### config.mk
export PLATFORM = sky130hd
export DESIGN_NAME = ex_stage
export DESIGN_NICKNAME = d
export VERILOG_FILES = /design/src/logic/mips_isa_pkg.sv /design/src/logic/ex_pipe_pkg.sv /design/src/logic/ex_alu.sv /design/src/logic/ex_muldiv.sv /design/src/logic/ex_stage.sv
export SDC_FILE = /design/constraint.sdc
export NUM_CORES = 1
export LEC_CHECK = 0
export ABC_AREA = 0
export BUFFER_PORTS_ARGS = -buffer_cell sky130_fd_sc_hd__buf_2
export CAP_MARGIN = 30
export CORE_MARGIN = 5
export CORE_UTILIZATION = 45
export CTS_CLUSTER_DIAMETER = 50
export CTS_CLUSTER_SIZE = 14
export DETAILED_ROUTE_END_ITERATION = 12
export PLACE_DENSITY = 0.6
export SYNTH_ARGS = -nofsm -noshare
export SYNTH_HDL_FRONTEND = slang
export SYNTH_HIERARCHICAL = 1
export SYNTH_SLANG_ARGS = --single-unit
### constraint.sdc
create_clock -name clk_i -period 5.6 [get_ports clk_i]
set_input_delay 0.28 -clock clk_i [delete_from_list [all_inputs] [get_ports clk_i]]
set_output_delay 0.28 -clock clk_i [all_outputs]
set_load 0.05 [all_outputs]
### src/logic/mips_isa_pkg.sv
`default_nettype none

package mips_isa_pkg;

    // datapath and register file geometry
    localparam int DATA_W     = 32;
    localparam int REG_ADDR_W = 5;

    ////////////////////////////////////////
    // unit that executes the instruction
    ////////////////////////////////////////
    typedef enum logic [2:0] {
        op_arith  = 3'd0,
        op_logic  = 3'd1,
        op_shift  = 3'd2,
        op_move   = 3'd3,
        op_muldiv = 3'd4
    } op_class_e;

    ////////////////////////////////////////
    // operation within the class
    ////////////////////////////////////////
    typedef enum logic [4:0] {
        alu_add   = 5'd0,
        alu_addu  = 5'd1,
        alu_sub   = 5'd2,
        alu_subu  = 5'd3,
        alu_slt   = 5'd4,
        alu_sltu  = 5'd5,
        alu_and   = 5'd6,
        alu_or    = 5'd7,
        alu_nor   = 5'd8,
        alu_xor   = 5'd9,
        // shifts take the amount from opa
        alu_sll   = 5'd10,
        alu_srl   = 5'd11,
        alu_sra   = 5'd12,
        // multi-cycle unit
        alu_mult  = 5'd13,
        alu_multu = 5'd14,
        alu_mul   = 5'd15,
        alu_div   = 5'd16,
        alu_divu  = 5'd17,
        // hi/lo moves carry opa
        alu_mthi  = 5'd18,
        alu_mtlo  = 5'd19
    } alu_op_e;

endpackage

`default_nettype wire
### src/logic/ex_pipe_pkg.sv
`default_nettype none

package ex_pipe_pkg;

    ////////////////////////////////////////
    // instruction entering execute
    ////////////////////////////////////////
    typedef struct packed {
        logic                                valid;
        mips_isa_pkg::op_class_e             op_class;
        mips_isa_pkg::alu_op_e               alu_op;
        // destination general register
        logic [mips_isa_pkg::REG_ADDR_W-1:0] dest;
        // rs / rt values after forwarding
        logic [mips_isa_pkg::DATA_W-1:0]     opa;
        logic [mips_isa_pkg::DATA_W-1:0]     opb;
    } ex_instr_t;

    ////////////////////////////////////////
    // result leaving execute
    ////////////////////////////////////////
    typedef struct packed {
        logic                                valid;
        // general register write
        logic                                gpr_we;
        logic [mips_isa_pkg::REG_ADDR_W-1:0] gpr_addr;
        logic [mips_isa_pkg::DATA_W-1:0]     gpr_data;
        // hi/lo writes
        logic                                hi_we;
        logic                                lo_we;
        logic [mips_isa_pkg::DATA_W-1:0]     hi_data;
        logic [mips_isa_pkg::DATA_W-1:0]     lo_data;
        // signed overflow on add/sub
        logic                                overflow;
    } ex_result_t;

endpackage

`default_nettype wire

### src/logic/ex_alu.sv
`timescale 1ns/1ps
`default_nettype none

module ex_alu #(
    parameter int data_w = mips_isa_pkg::DATA_W
) (
    input  mips_isa_pkg::alu_op_e alu_op_i,
    input  logic [data_w-1:0]     opa_i,
    input  logic [data_w-1:0]     opb_i,
    output logic [data_w-1:0]     result_o,
    output logic                  overflow_o
);

    localparam int sh_w = $clog2(data_w);
    localparam int msb  = data_w - 1;

    logic              is_sub;
    logic [data_w-1:0] opb_add;
    logic [data_w-1:0] sum;
    logic              ovf_raw;
    logic              lt_signed;
    logic              lt_unsigned;
    logic [sh_w-1:0]   shamt;
    logic [data_w:0]   wide_sum;

    ////////////////////////////////////////
    // adder, shared by add/sub/slt
    ////////////////////////////////////////
    assign is_sub  = alu_op_i inside {mips_isa_pkg::alu_sub, mips_isa_pkg::alu_subu,
                                      mips_isa_pkg::alu_slt};
    assign opb_add = is_sub ? (~opb_i) + data_w'(1) : opb_i;
    assign sum     = opa_i + opb_add;

    // compare against the raw opb sign so that sub of the most negative value is caught
    assign ovf_raw = is_sub ? (opa_i[msb] != opb_i[msb]) && (sum[msb] != opa_i[msb])
                            : (opa_i[msb] == opb_i[msb]) && (sum[msb] != opa_i[msb]);

    assign overflow_o = ovf_raw && (alu_op_i inside {mips_isa_pkg::alu_add,
                                                     mips_isa_pkg::alu_sub});

    // signed less-than from the difference
    assign lt_signed   = (opa_i[msb] & ~opb_i[msb]) |
                         (~(opa_i[msb] ^ opb_i[msb]) & sum[msb]);
    assign lt_unsigned = opa_i < opb_i;

    assign shamt = opa_i[sh_w-1:0];

    // sign-extended by one bit, so the true result always fits
    assign wide_sum = is_sub ? {opa_i[msb], opa_i} - {opb_i[msb], opb_i}
                             : {opa_i[msb], opa_i} + {opb_i[msb], opb_i};

    ////////////////////////////////////////
    // result mux
    ////////////////////////////////////////
    always_comb begin
        result_o = '0;
        unique case (alu_op_i)
            mips_isa_pkg::alu_add,
            mips_isa_pkg::alu_addu,
            mips_isa_pkg::alu_sub,
            mips_isa_pkg::alu_subu: result_o = sum;
            mips_isa_pkg::alu_slt:  result_o = {{(data_w-1){1'b0}}, lt_signed};
            mips_isa_pkg::alu_sltu: result_o = {{(data_w-1){1'b0}}, lt_unsigned};
            mips_isa_pkg::alu_and:  result_o = opa_i & opb_i;
            mips_isa_pkg::alu_or:   result_o = opa_i | opb_i;
            mips_isa_pkg::alu_nor:  result_o = ~(opa_i | opb_i);
            mips_isa_pkg::alu_xor:  result_o = opa_i ^ opb_i;
            mips_isa_pkg::alu_sll:  result_o = opb_i << shamt;
            mips_isa_pkg::alu_srl:  result_o = opb_i >> shamt;
            // arithmetic shift keeps the sign of rt
            mips_isa_pkg::alu_sra:  result_o = $signed(opb_i) >>> shamt;
            default:                result_o = '0;
        endcase
    end

    // only add/sub trap, and only when the widened result leaves the signed range
    always_comb begin
        assert (overflow_o == ((alu_op_i inside {mips_isa_pkg::alu_add,
                                                 mips_isa_pkg::alu_sub}) &&
                               (wide_sum[data_w] != wide_sum[msb])))
            else $error("overflow_o disagrees with the widened result for %s",
                        alu_op_i.name());
    end

endmodule

`default_nettype wire

### src/logic/ex_muldiv.sv
`timescale 1ns/1ps
`default_nettype none

module ex_muldiv #(
    parameter int data_w = mips_isa_pkg::DATA_W
) (
    input  logic                  clk_i,
    input  logic                  reset_i,
    input  logic                  start_i,
    input  logic                  abort_i,
    input  mips_isa_pkg::alu_op_e alu_op_i,
    input  logic [data_w-1:0]     opa_i,
    input  logic [data_w-1:0]     opb_i,
    output logic                  done_o,
    output logic [data_w-1:0]     hi_o,
    output logic [data_w-1:0]     lo_o
);

    localparam int cnt_w = $clog2(data_w);

    typedef enum logic [1:0] {
        st_idle,
        st_run,
        st_done
    } state_e;

    state_e              state_q;
    logic [cnt_w-1:0]    cnt_q;
    logic [2*data_w-1:0] acc_q;
    logic [2*data_w-1:0] acc_src;
    logic [2*data_w-1:0] acc_step;
    logic                is_div;
    logic                is_signed;
    logic                a_neg;
    logic                b_neg;
    logic [data_w-1:0]   a_mag;
    logic [data_w-1:0]   b_mag;
    logic [data_w:0]     add_sum;
    logic [data_w:0]     shifted;
    logic [data_w:0]     diff;
    logic [2*data_w-1:0] prod_fix;
    logic [data_w-1:0]   quo_fix;
    logic [data_w-1:0]   rem_fix;

    ////////////////////////////////////////
    // operand prep
    ////////////////////////////////////////
    // inputs stay held upstream for the whole operation
    assign is_div    = alu_op_i inside {mips_isa_pkg::alu_div, mips_isa_pkg::alu_divu};
    assign is_signed = alu_op_i inside {mips_isa_pkg::alu_mult, mips_isa_pkg::alu_mul,
                                        mips_isa_pkg::alu_div};
    assign a_neg = is_signed & opa_i[data_w-1];
    assign b_neg = is_signed & opb_i[data_w-1];
    assign a_mag = a_neg ? -opa_i : opa_i;
    assign b_mag = b_neg ? -opb_i : opb_i;

    // first step is taken on the start edge
    assign acc_src = (state_q == st_idle) ? {{data_w{1'b0}}, a_mag} : acc_q;

    // shift-add: upper half accumulates, multiplier drains from the bottom
    assign add_sum = {1'b0, acc_src[2*data_w-1:data_w]} +
                     (acc_src[0] ? {1'b0, b_mag} : '0);

    // restoring: {rem, quotient msb} minus divisor
    assign shifted = acc_src[2*data_w-1:data_w-1];
    assign diff    = shifted - {1'b0, b_mag};

    always_comb begin
        if (!is_div) begin
            acc_step = {add_sum, acc_src[data_w-1:1]};
        end else if (diff[data_w]) begin
            acc_step = {shifted[data_w-1:0], acc_src[data_w-2:0], 1'b0};
        end else begin
            acc_step = {diff[data_w-1:0], acc_src[data_w-2:0], 1'b1};
        end
    end

    ////////////////////////////////////////
    // controller
    ////////////////////////////////////////
    always_ff @(posedge clk_i) begin
        if (reset_i || abort_i) begin
            state_q <= st_idle;
            cnt_q   <= '0;
        end else begin
            unique case (state_q)
                st_idle: begin
                    if (start_i) begin
                        state_q <= st_run;
                        cnt_q   <= cnt_w'(1);
                    end
                end
                st_run: begin
                    cnt_q <= cnt_q + cnt_w'(1);
                    if (cnt_q == cnt_w'(data_w - 1)) begin
                        state_q <= st_done;
                    end
                end
                st_done: state_q <= st_idle;
                default: state_q <= st_idle;
            endcase
        end
    end

    always_ff @(posedge clk_i) begin
        if ((state_q == st_idle && start_i) || state_q == st_run) begin
            acc_q <= acc_step;
        end
    end

    assign done_o = (state_q == st_done);

    // sign fix; remainder follows the dividend
    assign prod_fix = (a_neg ^ b_neg) ? -acc_q : acc_q;
    assign quo_fix  = (a_neg ^ b_neg) ? -acc_q[data_w-1:0] : acc_q[data_w-1:0];
    assign rem_fix  = a_neg ? -acc_q[2*data_w-1:data_w] : acc_q[2*data_w-1:data_w];

    always_comb begin
        if (!is_div) begin
            {hi_o, lo_o} = prod_fix;
        end else if (opb_i == '0) begin
            lo_o = '1;
            hi_o = opa_i;
        end else begin
            lo_o = quo_fix;
            hi_o = rem_fix;
        end
    end

    // one step per bit, then done for a single cycle
    ap_done_latency: assert property (@(posedge clk_i) disable iff (reset_i || abort_i)
        state_q == st_idle && start_i |-> ##data_w done_o ##1 !done_o)
        else $error("done_o is not a single pulse data_w cycles after start");

    // the stage must track busy on its side
    ap_no_start_in_run: assert property (@(posedge clk_i) disable iff (reset_i)
        state_q == st_run |-> !start_i)
        else $error("start_i raised while the unit is running");

endmodule

`default_nettype wire

### src/logic/ex_stage.sv
`timescale 1ns/1ps
`default_nettype none

module ex_stage (
    input  logic                   clk_i,
    input  logic                   reset_i,
    input  logic                   flush_i,
    input  ex_pipe_pkg::ex_instr_t instr_i,
    output logic                   stall_o,
    output ex_pipe_pkg::ex_result_t result_o
);

    localparam int data_w = mips_isa_pkg::DATA_W;

    logic [data_w-1:0]       alu_res;
    logic                    alu_ovf;
    logic [data_w-1:0]       md_hi;
    logic [data_w-1:0]       md_lo;
    logic                    md_done;
    logic                    md_start;
    logic                    busy_q;
    logic                    is_muldiv;
    logic                    muldiv_req;
    logic                    accept;
    logic                    writes_gpr;
    logic                    writes_hi;
    logic                    writes_lo;
    logic [data_w-1:0]       gpr_data;
    ex_pipe_pkg::ex_result_t result_d;
    ex_pipe_pkg::ex_result_t result_q;

    ex_alu #(
        .data_w (data_w)
    ) i_alu (
        .alu_op_i   (instr_i.alu_op),
        .opa_i      (instr_i.opa),
        .opb_i      (instr_i.opb),
        .result_o   (alu_res),
        .overflow_o (alu_ovf)
    );

    ex_muldiv #(
        .data_w (data_w)
    ) i_muldiv (
        .clk_i    (clk_i),
        .reset_i  (reset_i),
        .start_i  (md_start),
        .abort_i  (flush_i),
        .alu_op_i (instr_i.alu_op),
        .opa_i    (instr_i.opa),
        .opb_i    (instr_i.opb),
        .done_o   (md_done),
        .hi_o     (md_hi),
        .lo_o     (md_lo)
    );

    ////////////////////////////////////////
    // stall and handshake
    ////////////////////////////////////////
    assign is_muldiv  = instr_i.op_class == mips_isa_pkg::op_muldiv;
    assign muldiv_req = instr_i.valid && is_muldiv && !flush_i;
    assign md_start   = muldiv_req && !busy_q;
    assign stall_o    = muldiv_req && !md_done;
    assign accept     = instr_i.valid && !stall_o && !flush_i;

    // mirrors run/done of the unit
    always_ff @(posedge clk_i) begin
        if (reset_i || flush_i) begin
            busy_q <= 1'b0;
        end else if (md_start) begin
            busy_q <= 1'b1;
        end else if (md_done) begin
            busy_q <= 1'b0;
        end
    end

    ////////////////////////////////////////
    // write-enable decode
    ////////////////////////////////////////
    always_comb begin
        writes_gpr = 1'b0;
        writes_hi  = 1'b0;
        writes_lo  = 1'b0;
        gpr_data   = alu_res;
        unique case (instr_i.op_class)
            mips_isa_pkg::op_arith,
            mips_isa_pkg::op_logic,
            mips_isa_pkg::op_shift: writes_gpr = 1'b1;
            mips_isa_pkg::op_move: begin
                writes_hi = instr_i.alu_op == mips_isa_pkg::alu_mthi;
                writes_lo = instr_i.alu_op == mips_isa_pkg::alu_mtlo;
                gpr_data  = instr_i.opa;
            end
            mips_isa_pkg::op_muldiv: begin
                // mul goes to rd, the rest only to hi/lo
                writes_gpr = instr_i.alu_op == mips_isa_pkg::alu_mul;
                writes_hi  = !writes_gpr;
                writes_lo  = !writes_gpr;
                gpr_data   = md_lo;
            end
            default: writes_gpr = 1'b0;
        endcase
    end

    always_comb begin
        result_d.valid    = accept;
        result_d.gpr_we   = accept && writes_gpr && !alu_ovf &&
                            instr_i.dest != {mips_isa_pkg::REG_ADDR_W{1'b0}};
        result_d.gpr_addr = instr_i.dest;
        result_d.gpr_data = gpr_data;
        result_d.hi_we    = accept && writes_hi;
        result_d.lo_we    = accept && writes_lo;
        result_d.hi_data  = is_muldiv ? md_hi : instr_i.opa;
        result_d.lo_data  = is_muldiv ? md_lo : instr_i.opa;
        result_d.overflow = accept && alu_ovf;
    end

    always_ff @(posedge clk_i) begin
        if (reset_i) begin
            result_q.valid  <= 1'b0;
            result_q.gpr_we <= 1'b0;
            result_q.hi_we  <= 1'b0;
            result_q.lo_we  <= 1'b0;
        end else begin
            result_q <= result_d;
        end
    end

    assign result_o = result_q;

    // upstream honours the stall
    ap_hold_on_stall: assert property (@(posedge clk_i) disable iff (reset_i)
        stall_o |=> $stable(instr_i))
        else $error("instr_i changed while stall_o was high");

endmodule

`default_nettype wire

[Word-level counts from Yosys, hierarchy flattened]
Cells that the tools add are included.
Word-level totals
  input bits: 81
  output and inout port bits: 107
  register bits: 178
Operators by class
  $lt $le $gt $ge: 1
  reduce and logical (&&, ||, !) cells: 39
  bitwise gates (word level): 14
  shift-type cells: 3
  add/subtract/negate cells: 10
  mux-type cells: 29
  equality and inequality tests: 30
Operators with widths (count)
  $mux 32: 12
  $pmux 32 s10: 1
  $mux 64: 4
  $neg 32->32: 4
  $neg 64->64: 1
  $not 32->32: 2
  $pmux 32 s2: 1
  $eq 5x4->1 const B: 7
  $add 32x33->33: 1
  $sub 33x32->33: 1
  $add 32x1->32 const B: 1
  $add 32x32->32: 1
  $and 32x32->32: 1
  $logic_not 32->1: 1
  $lt 32x32->1: 1
  $or 32x32->32: 1
  $shl 32x5->32: 1
  $shr 32x5->32: 1
  $sshr 32x5->32: 1
  $xor 32x32->32: 1
  $eq 5x5->1 const B: 5
  $eq 5x3->1 const B: 4
  $logic_and 1x1->1: 16
  $eq 5x2->1 const B: 2
  other kinds (31): 55

[Depth between registers and ports, before layout]
  depth after elaboration: 11
  gate-level depth with buffers: 21
  gate-level depth less buffers: 19

[Modules after synthesis]
Netlist, hierarchy kept.
By module, submodules not included
  ex_muldiv: times used 1, cells each 1514, sequential area each 2062.0 um^2, area an instance 11114.4 um^2
  ex_alu: times used 1, cells each 1232, sequential area each 0.0 um^2, area an instance 8483.1 um^2
  ex_stage: times used 1, cells each 377, sequential area each 3163.0 um^2, area an instance 4586.9 um^2

[Worst setup path after synthesis]
No wires, ideal clock.
  kind: input port to flip-flop
  from: input port instr_i[2] (netlist name)
  to: register i_muldiv.acc_q[52], data pin
  library setup time: 0.269 ns
  slack: 0.545 ns
  cell stages on the path: 18
  data arrival time: 4.785 ns
  data required time: 5.331 ns
  cell sequence: or4_4 -> or3_1 -> or4_4 -> or2_2 -> o41ai_2 -> xor2_1 -> ha_1 -> and3_1 -> and2_1 -> a221oi_1 -> nand3b_1 -> a31oi_1 -> o21ai_1 -> xnor2_2 -> clkbuf_1 -> buf_2 -> mux2i_1 -> mux2i_1
Between the ends
  cells in the longest elaborated chain, start to end: 5
RTL lines
  from (decl): line ex_stage.sv:8  | input ex_pipe_pkg::ex_instr_t instr_i,
  $neg 32->32: line ex_muldiv.sv:55  | assign b_mag = b_neg ? -opb_i : opb_i;
  $mux 32 (*): line ex_muldiv.sv:55
  $mux 32 / $sub 33x32->33 (equally long branches): line ex_muldiv.sv:62, ex_muldiv.sv:66
  $add 32x33->33 / $mux 64 (equally long branches): line ex_muldiv.sv:61, ex_muldiv.sv:71
  $mux 64 (*): line ex_muldiv.sv:69  | if (!is_div) begin
  named net i_muldiv.acc_step[52]: line ex_muldiv.sv:31  | logic [2*data_w-1:0] acc_step;
  to (signal assigned): line ex_muldiv.sv:107  | acc_q <= acc_step;
  to (decl): line ex_muldiv.sv:29  | logic [2*data_w-1:0] acc_q;
The timed path passes the listed nets; every way through them passes the cells marked *.
A chain may end at the register's enable or synchronous reset.

[Final worst setup path]
  from: input port instr_i[4] (netlist name)
  to: register result_q (netlist bit result_o[95]), data pin
Between the ends
  cells in the longest elaborated chain, start to end: 6
RTL lines
  $not 32->32: line ex_alu.sv:31  | assign opb_add = is_sub ? (~opb_i) + data_w'(1) : opb_i;
  $add 32x1->32: line ex_alu.sv:31
  $mux 32: line ex_alu.sv:31
  $add 32x32->32: line ex_alu.sv:32  | assign sum = opa_i + opb_add;
  $pmux 32 s10 (*): line ex_alu.sv:57  | unique case (alu_op_i)
  named net alu_res[28]: line ex_stage.sv:15  | logic [data_w-1:0] alu_res;
  $pmux 32 s2 (*): line ex_stage.sv:85  | unique case (instr_i.op_class)
  named net gpr_data[28]: line ex_stage.sv:28  | logic [data_w-1:0] gpr_data;
  to (signal assigned): line ex_stage.sv:125  | result_q <= result_d;
  to (decl): line ex_stage.sv:30  | ex_pipe_pkg::ex_result_t result_q;
Marked as above.

==> flow_metrics.env <==
export IMPL_synth_seq_area_share_pct=21.6
export IMPL_synth_top_family_by_area="compound AO/OA/AOI/OAI gates"
export IMPL_hp_start="instr_i[76]"
export IMPL_p_leak_nw=11.4
export IMPL_drive_above_1_share_pct=14.5
export IMPL_synth_edff_count=166
export IMPL_yosys_mux_area_fraction_pct=8.00
export IMPL_whs_endpoint="result_o[104]"
export IMPL_ys_ff_latch=178
export IMPL_reg2reg_to="i_muldiv/acc_q[61]"
export IMPL_synth_compound_area_share_pct=25.1
export IMPL_crit_path_start_kind="input port"
export IMPL_holdPathStages=3
export IMPL_finalCritPeriodShare_pct=94.2
export IMPL_synthAdderAreaFrac_pct=10.4
export IMPL_cts_setup_buffers=0
export IMPL_clkPwrFrac_pct=26.2
export IMPL_ys_warn_count=6
export IMPL_holdWs_ns=0.0963
export IMPL_r2r_start="i_muldiv/state_q[0]"
export IMPL_ant_nets=0
export IMPL_overflow=0
export IMPL_period_needed_ns=5.28
export IMPL_core_rowCount=85
export IMPL_cp_arrival_ns=5.49
export IMPL_relSlewSlack_pct=24.1
export IMPL_routabilityCongestion=0.993
export IMPL_p_switching_w=0.00195
export IMPL_synth_common_cells="396 x nand2_1, 302 x nor2_1, 251 x o21ai_0"
export IMPL_cts_htree_levels=4
export IMPL_final_cells=4009
export IMPL_path_cells="buf_2, buf_4, or3_1, nor3_1, nand3_1, or4_1, o41ai_1, xnor2_1, ha_1, nand4_1, or2_2, o2bb2ai_1, a21oi_1, nand2_1, a31oi_1, o31ai_2, mux2i_1, o221ai_1, a221o_1"
export IMPL_finalSetupViolations=0
export IMPL_tightest_slew_ns=1.13
export IMPL_synthTopCellsByArea="edfxtp_1 21%, ha_1 10%, nand2_1 6.1%"
export IMPL_syn_nets=3404
export IMPL_worst_path_max_delay_cell="or4_1"
export IMPL_syn_area_um2=24200
export IMPL_crit_buf_inv=2
export IMPL_ys_types=99
export IMPL_dr_pass1_iters=6
export IMPL_crit_type="in -> reg"
export IMPL_drc=0
export IMPL_cp_data_required_time_ns=5.81
export IMPL_clkSinkCount=178
export IMPL_grt_util_all_layers_pct=36.8
export IMPL_synthXorXnorAreaFrac_pct=7.67
export IMPL_viasPerCell=6.55
export IMPL_dieWidth_um=242
export IMPL_clk_insertion_delay_late_ns=0.49
export IMPL_start_util_pct=45.2
export IMPL_wl_per_cell_um=28.2
export IMPL_synthArstFlopShare_pct=0
export IMPL_powerDensity_nw_per_um2=174
export IMPL_switching_share_pct=41.5
export IMPL_avgSynthCellArea_um2=7.74
export IMPL_fin_worst_skew_ns=0.0198
export IMPL_syn_to_final_growth_pct=12.1
export IMPL_rsz0062_at_grt="false"
export IMPL_core_area_um2=53500
export IMPL_clk_pin_slew_ns=0.08
export IMPL_grt_pass1_wl_um=164000
export IMPL_drv_cap=0
export IMPL_drt_initial_drc_count=2905
export IMPL_critical_path_top_delay_family="simple AND/OR/NAND/NOR gates"
export IMPL_p_int_w=0.00275
export IMPL_cpPeakStageDelay_ns=0.46
export IMPL_io_buffers=187
export IMPL_worstPathMaxFanout=12
export IMPL_clk_path_buf_depth=2
export IMPL_cts_buffers_inserted=17
export IMPL_worstSetupEndpointType="flip-flop"
export IMPL_dieArea_um2=58500
export IMPL_fmax_ghz=0.190
export IMPL_vias=26244
export IMPL_syn_inst=3123
export IMPL_holdCritPathClass="in -> reg"
export IMPL_dpl_worst_slack_ns=-0.206
export IMPL_fin_ws_ns=0.323
export IMPL_cts_tree="yes"
export IMPL_synthMostInstantiatedCell="nand2_1"
export IMPL_power_frac_comb_pct=40.3
export IMPL_ff2ff_path_depth=15
export IMPL_fill_cells=5313
export IMPL_final_core_util_pct=50.7
export IMPL_root_buffer="clkbuf_16"
export IMPL_status="finished clean"
export IMPL_nNetsFinal=3580
export IMPL_slew_violations=0
export IMPL_grt_start_max_net_pins=82
export IMPL_grt_pass1_vias=24503
export IMPL_pin_count=188
export IMPL_antenna_found_initial=2
export IMPL_fp_dieH_um=242
export IMPL_yosys_area_top_type="edfxtp_1"
export IMPL_finalWirelength_um=113000
export IMPL_placedCellCount=3969
export IMPL_finalHoldViolations=0
export IMPL_hpwlAfterDp_um=88900
export IMPL_synth_simple_area_share_pct=21.8
export IMPL_netlist_area_leader_share_pct=20.6
export IMPL_power_w=0.00471
export IMPL_rrSetupSlack_ns=0.97
export IMPL_ir_drop_uv=226
export IMPL_seq_power_share_pct=33.5
export IMPL_ys_flop_type="edfxtp_1"
==> what timing repair did <==
item / in CTS / in global routing
setup endpoints to repair: 0 / 1
gates resized for setup: 0 / 1
hold buffers: 7 / 0
hold endpoints to repair: 6 / 0
==> how the worst max path moves through the flow <==
| stage | startpoint | end | slack [ns] | cells past startpoint |
|---|---|---|---|---|
| final | instr_i[4] | result_o[95] | 0.32 | 19 |
| after global routing | instr_i[4] | result_o[95] | 0.12 | 19 |
| after CTS | instr_i[4] | result_o[95] | 0.30 | 19 |
| after detailed placement | instr_i[4] | result_o[95] | -0.21 | 19 |
| after global placement | instr_i[4] | result_o[88] | -0.12 | 19 |
| after floorplan | instr_i[2] | i_muldiv/acc_q[52] | 0.55 | 18 |
==> routing by layer <==
metal,vias to the layer above,routed length [um],track usage [%]
li1,11812,-,-
met1,12590,46300,49.0
met5,-,0,0
met3,260,11200,7.90
met4,0,6430,17.5
met2,1582,49000,57.0
==> worst min-delay path, stage by stage <==
cell      delay [ns]
buf_2           0.11
a21o_1          0.08
a211oi_1        0.06
==> power groups by stage <==
stage	combinational, W	clock [W]	sequential (W)
final	0.00189	0.00123	0.00158
after global routing	0.00200	0.00129	0.00158
after CTS	0.00185	0.00126	0.00158
after detailed placement	0.00183	0	0.00161
after global placement	0.00183	0	0.00161
after floorplan	0.000966	0	0.00180
==> state kept, by name, indices dropped and copies added (netlist names) <==
| register | count |
|---|---|
| i_muldiv/acc_q | 64 |
| result_o | 106 |
| busy_q | 1 |
| i_muldiv/cnt_q | 5 |
| i_muldiv/state_q | 2 |
==> placed cells by master (no fill, tap or decap), types with 45 or more instances in the layout <==
cell	Yosys	routed
ha_1	197	197
xnor2_1	122	122
inv_1	137	135
xor2_1	88	88
buf_2	28	185
mux2i_1	103	102
o21ai_0	251	251
nand2b_1	45	45
a21oi_1	250	250
and2_1	62	62
nor3_1	61	60
buf_4	4	153
nor2_1	302	299
edfxtp_1	166	166
o211ai_1	55	55
nand2_1	396	396
==> layout make-up <==
cell class | instances | area, um^2 | area share [%]
antenna | 1 | 2.50 | 0.00923
clock buffer | 18 | 439 | 1.62
clock inverter | 14 | 156 | 0.577
inverter | 139 | 524 | 1.93
multi-input combinational | 2615 | 17700 | 65.3
sequential | 178 | 5230 | 19.3
tap | 696 | 871 | 3.21
timing repair buffer | 348 | 2200 | 8.11
==> logic make-up (layout without fill, tap and decap cells) <==
logic type | count (synthesis) | count (layout)
compound gates | 945 | 945
xor+xnor | 211 | 211
fa+ha+maj | 200 | 200
buf+inv | 330 | 519
flops | 178 | 178
mux | 148 | 148
other cells | 0 | 1
simple gates | 1111 | 1111
==> per-stage QoR <==
stage | TNS, ns | area, um^2
after detailed placement | -0.260 | 26400
after global routing | 0 | 27100
after CTS | 0 | 27100
after global placement | -0.230 | 26400
final | 0 | 27100
after floorplan | 0 | 24200
No activity file was read; power rests on OpenSTA's default activity.
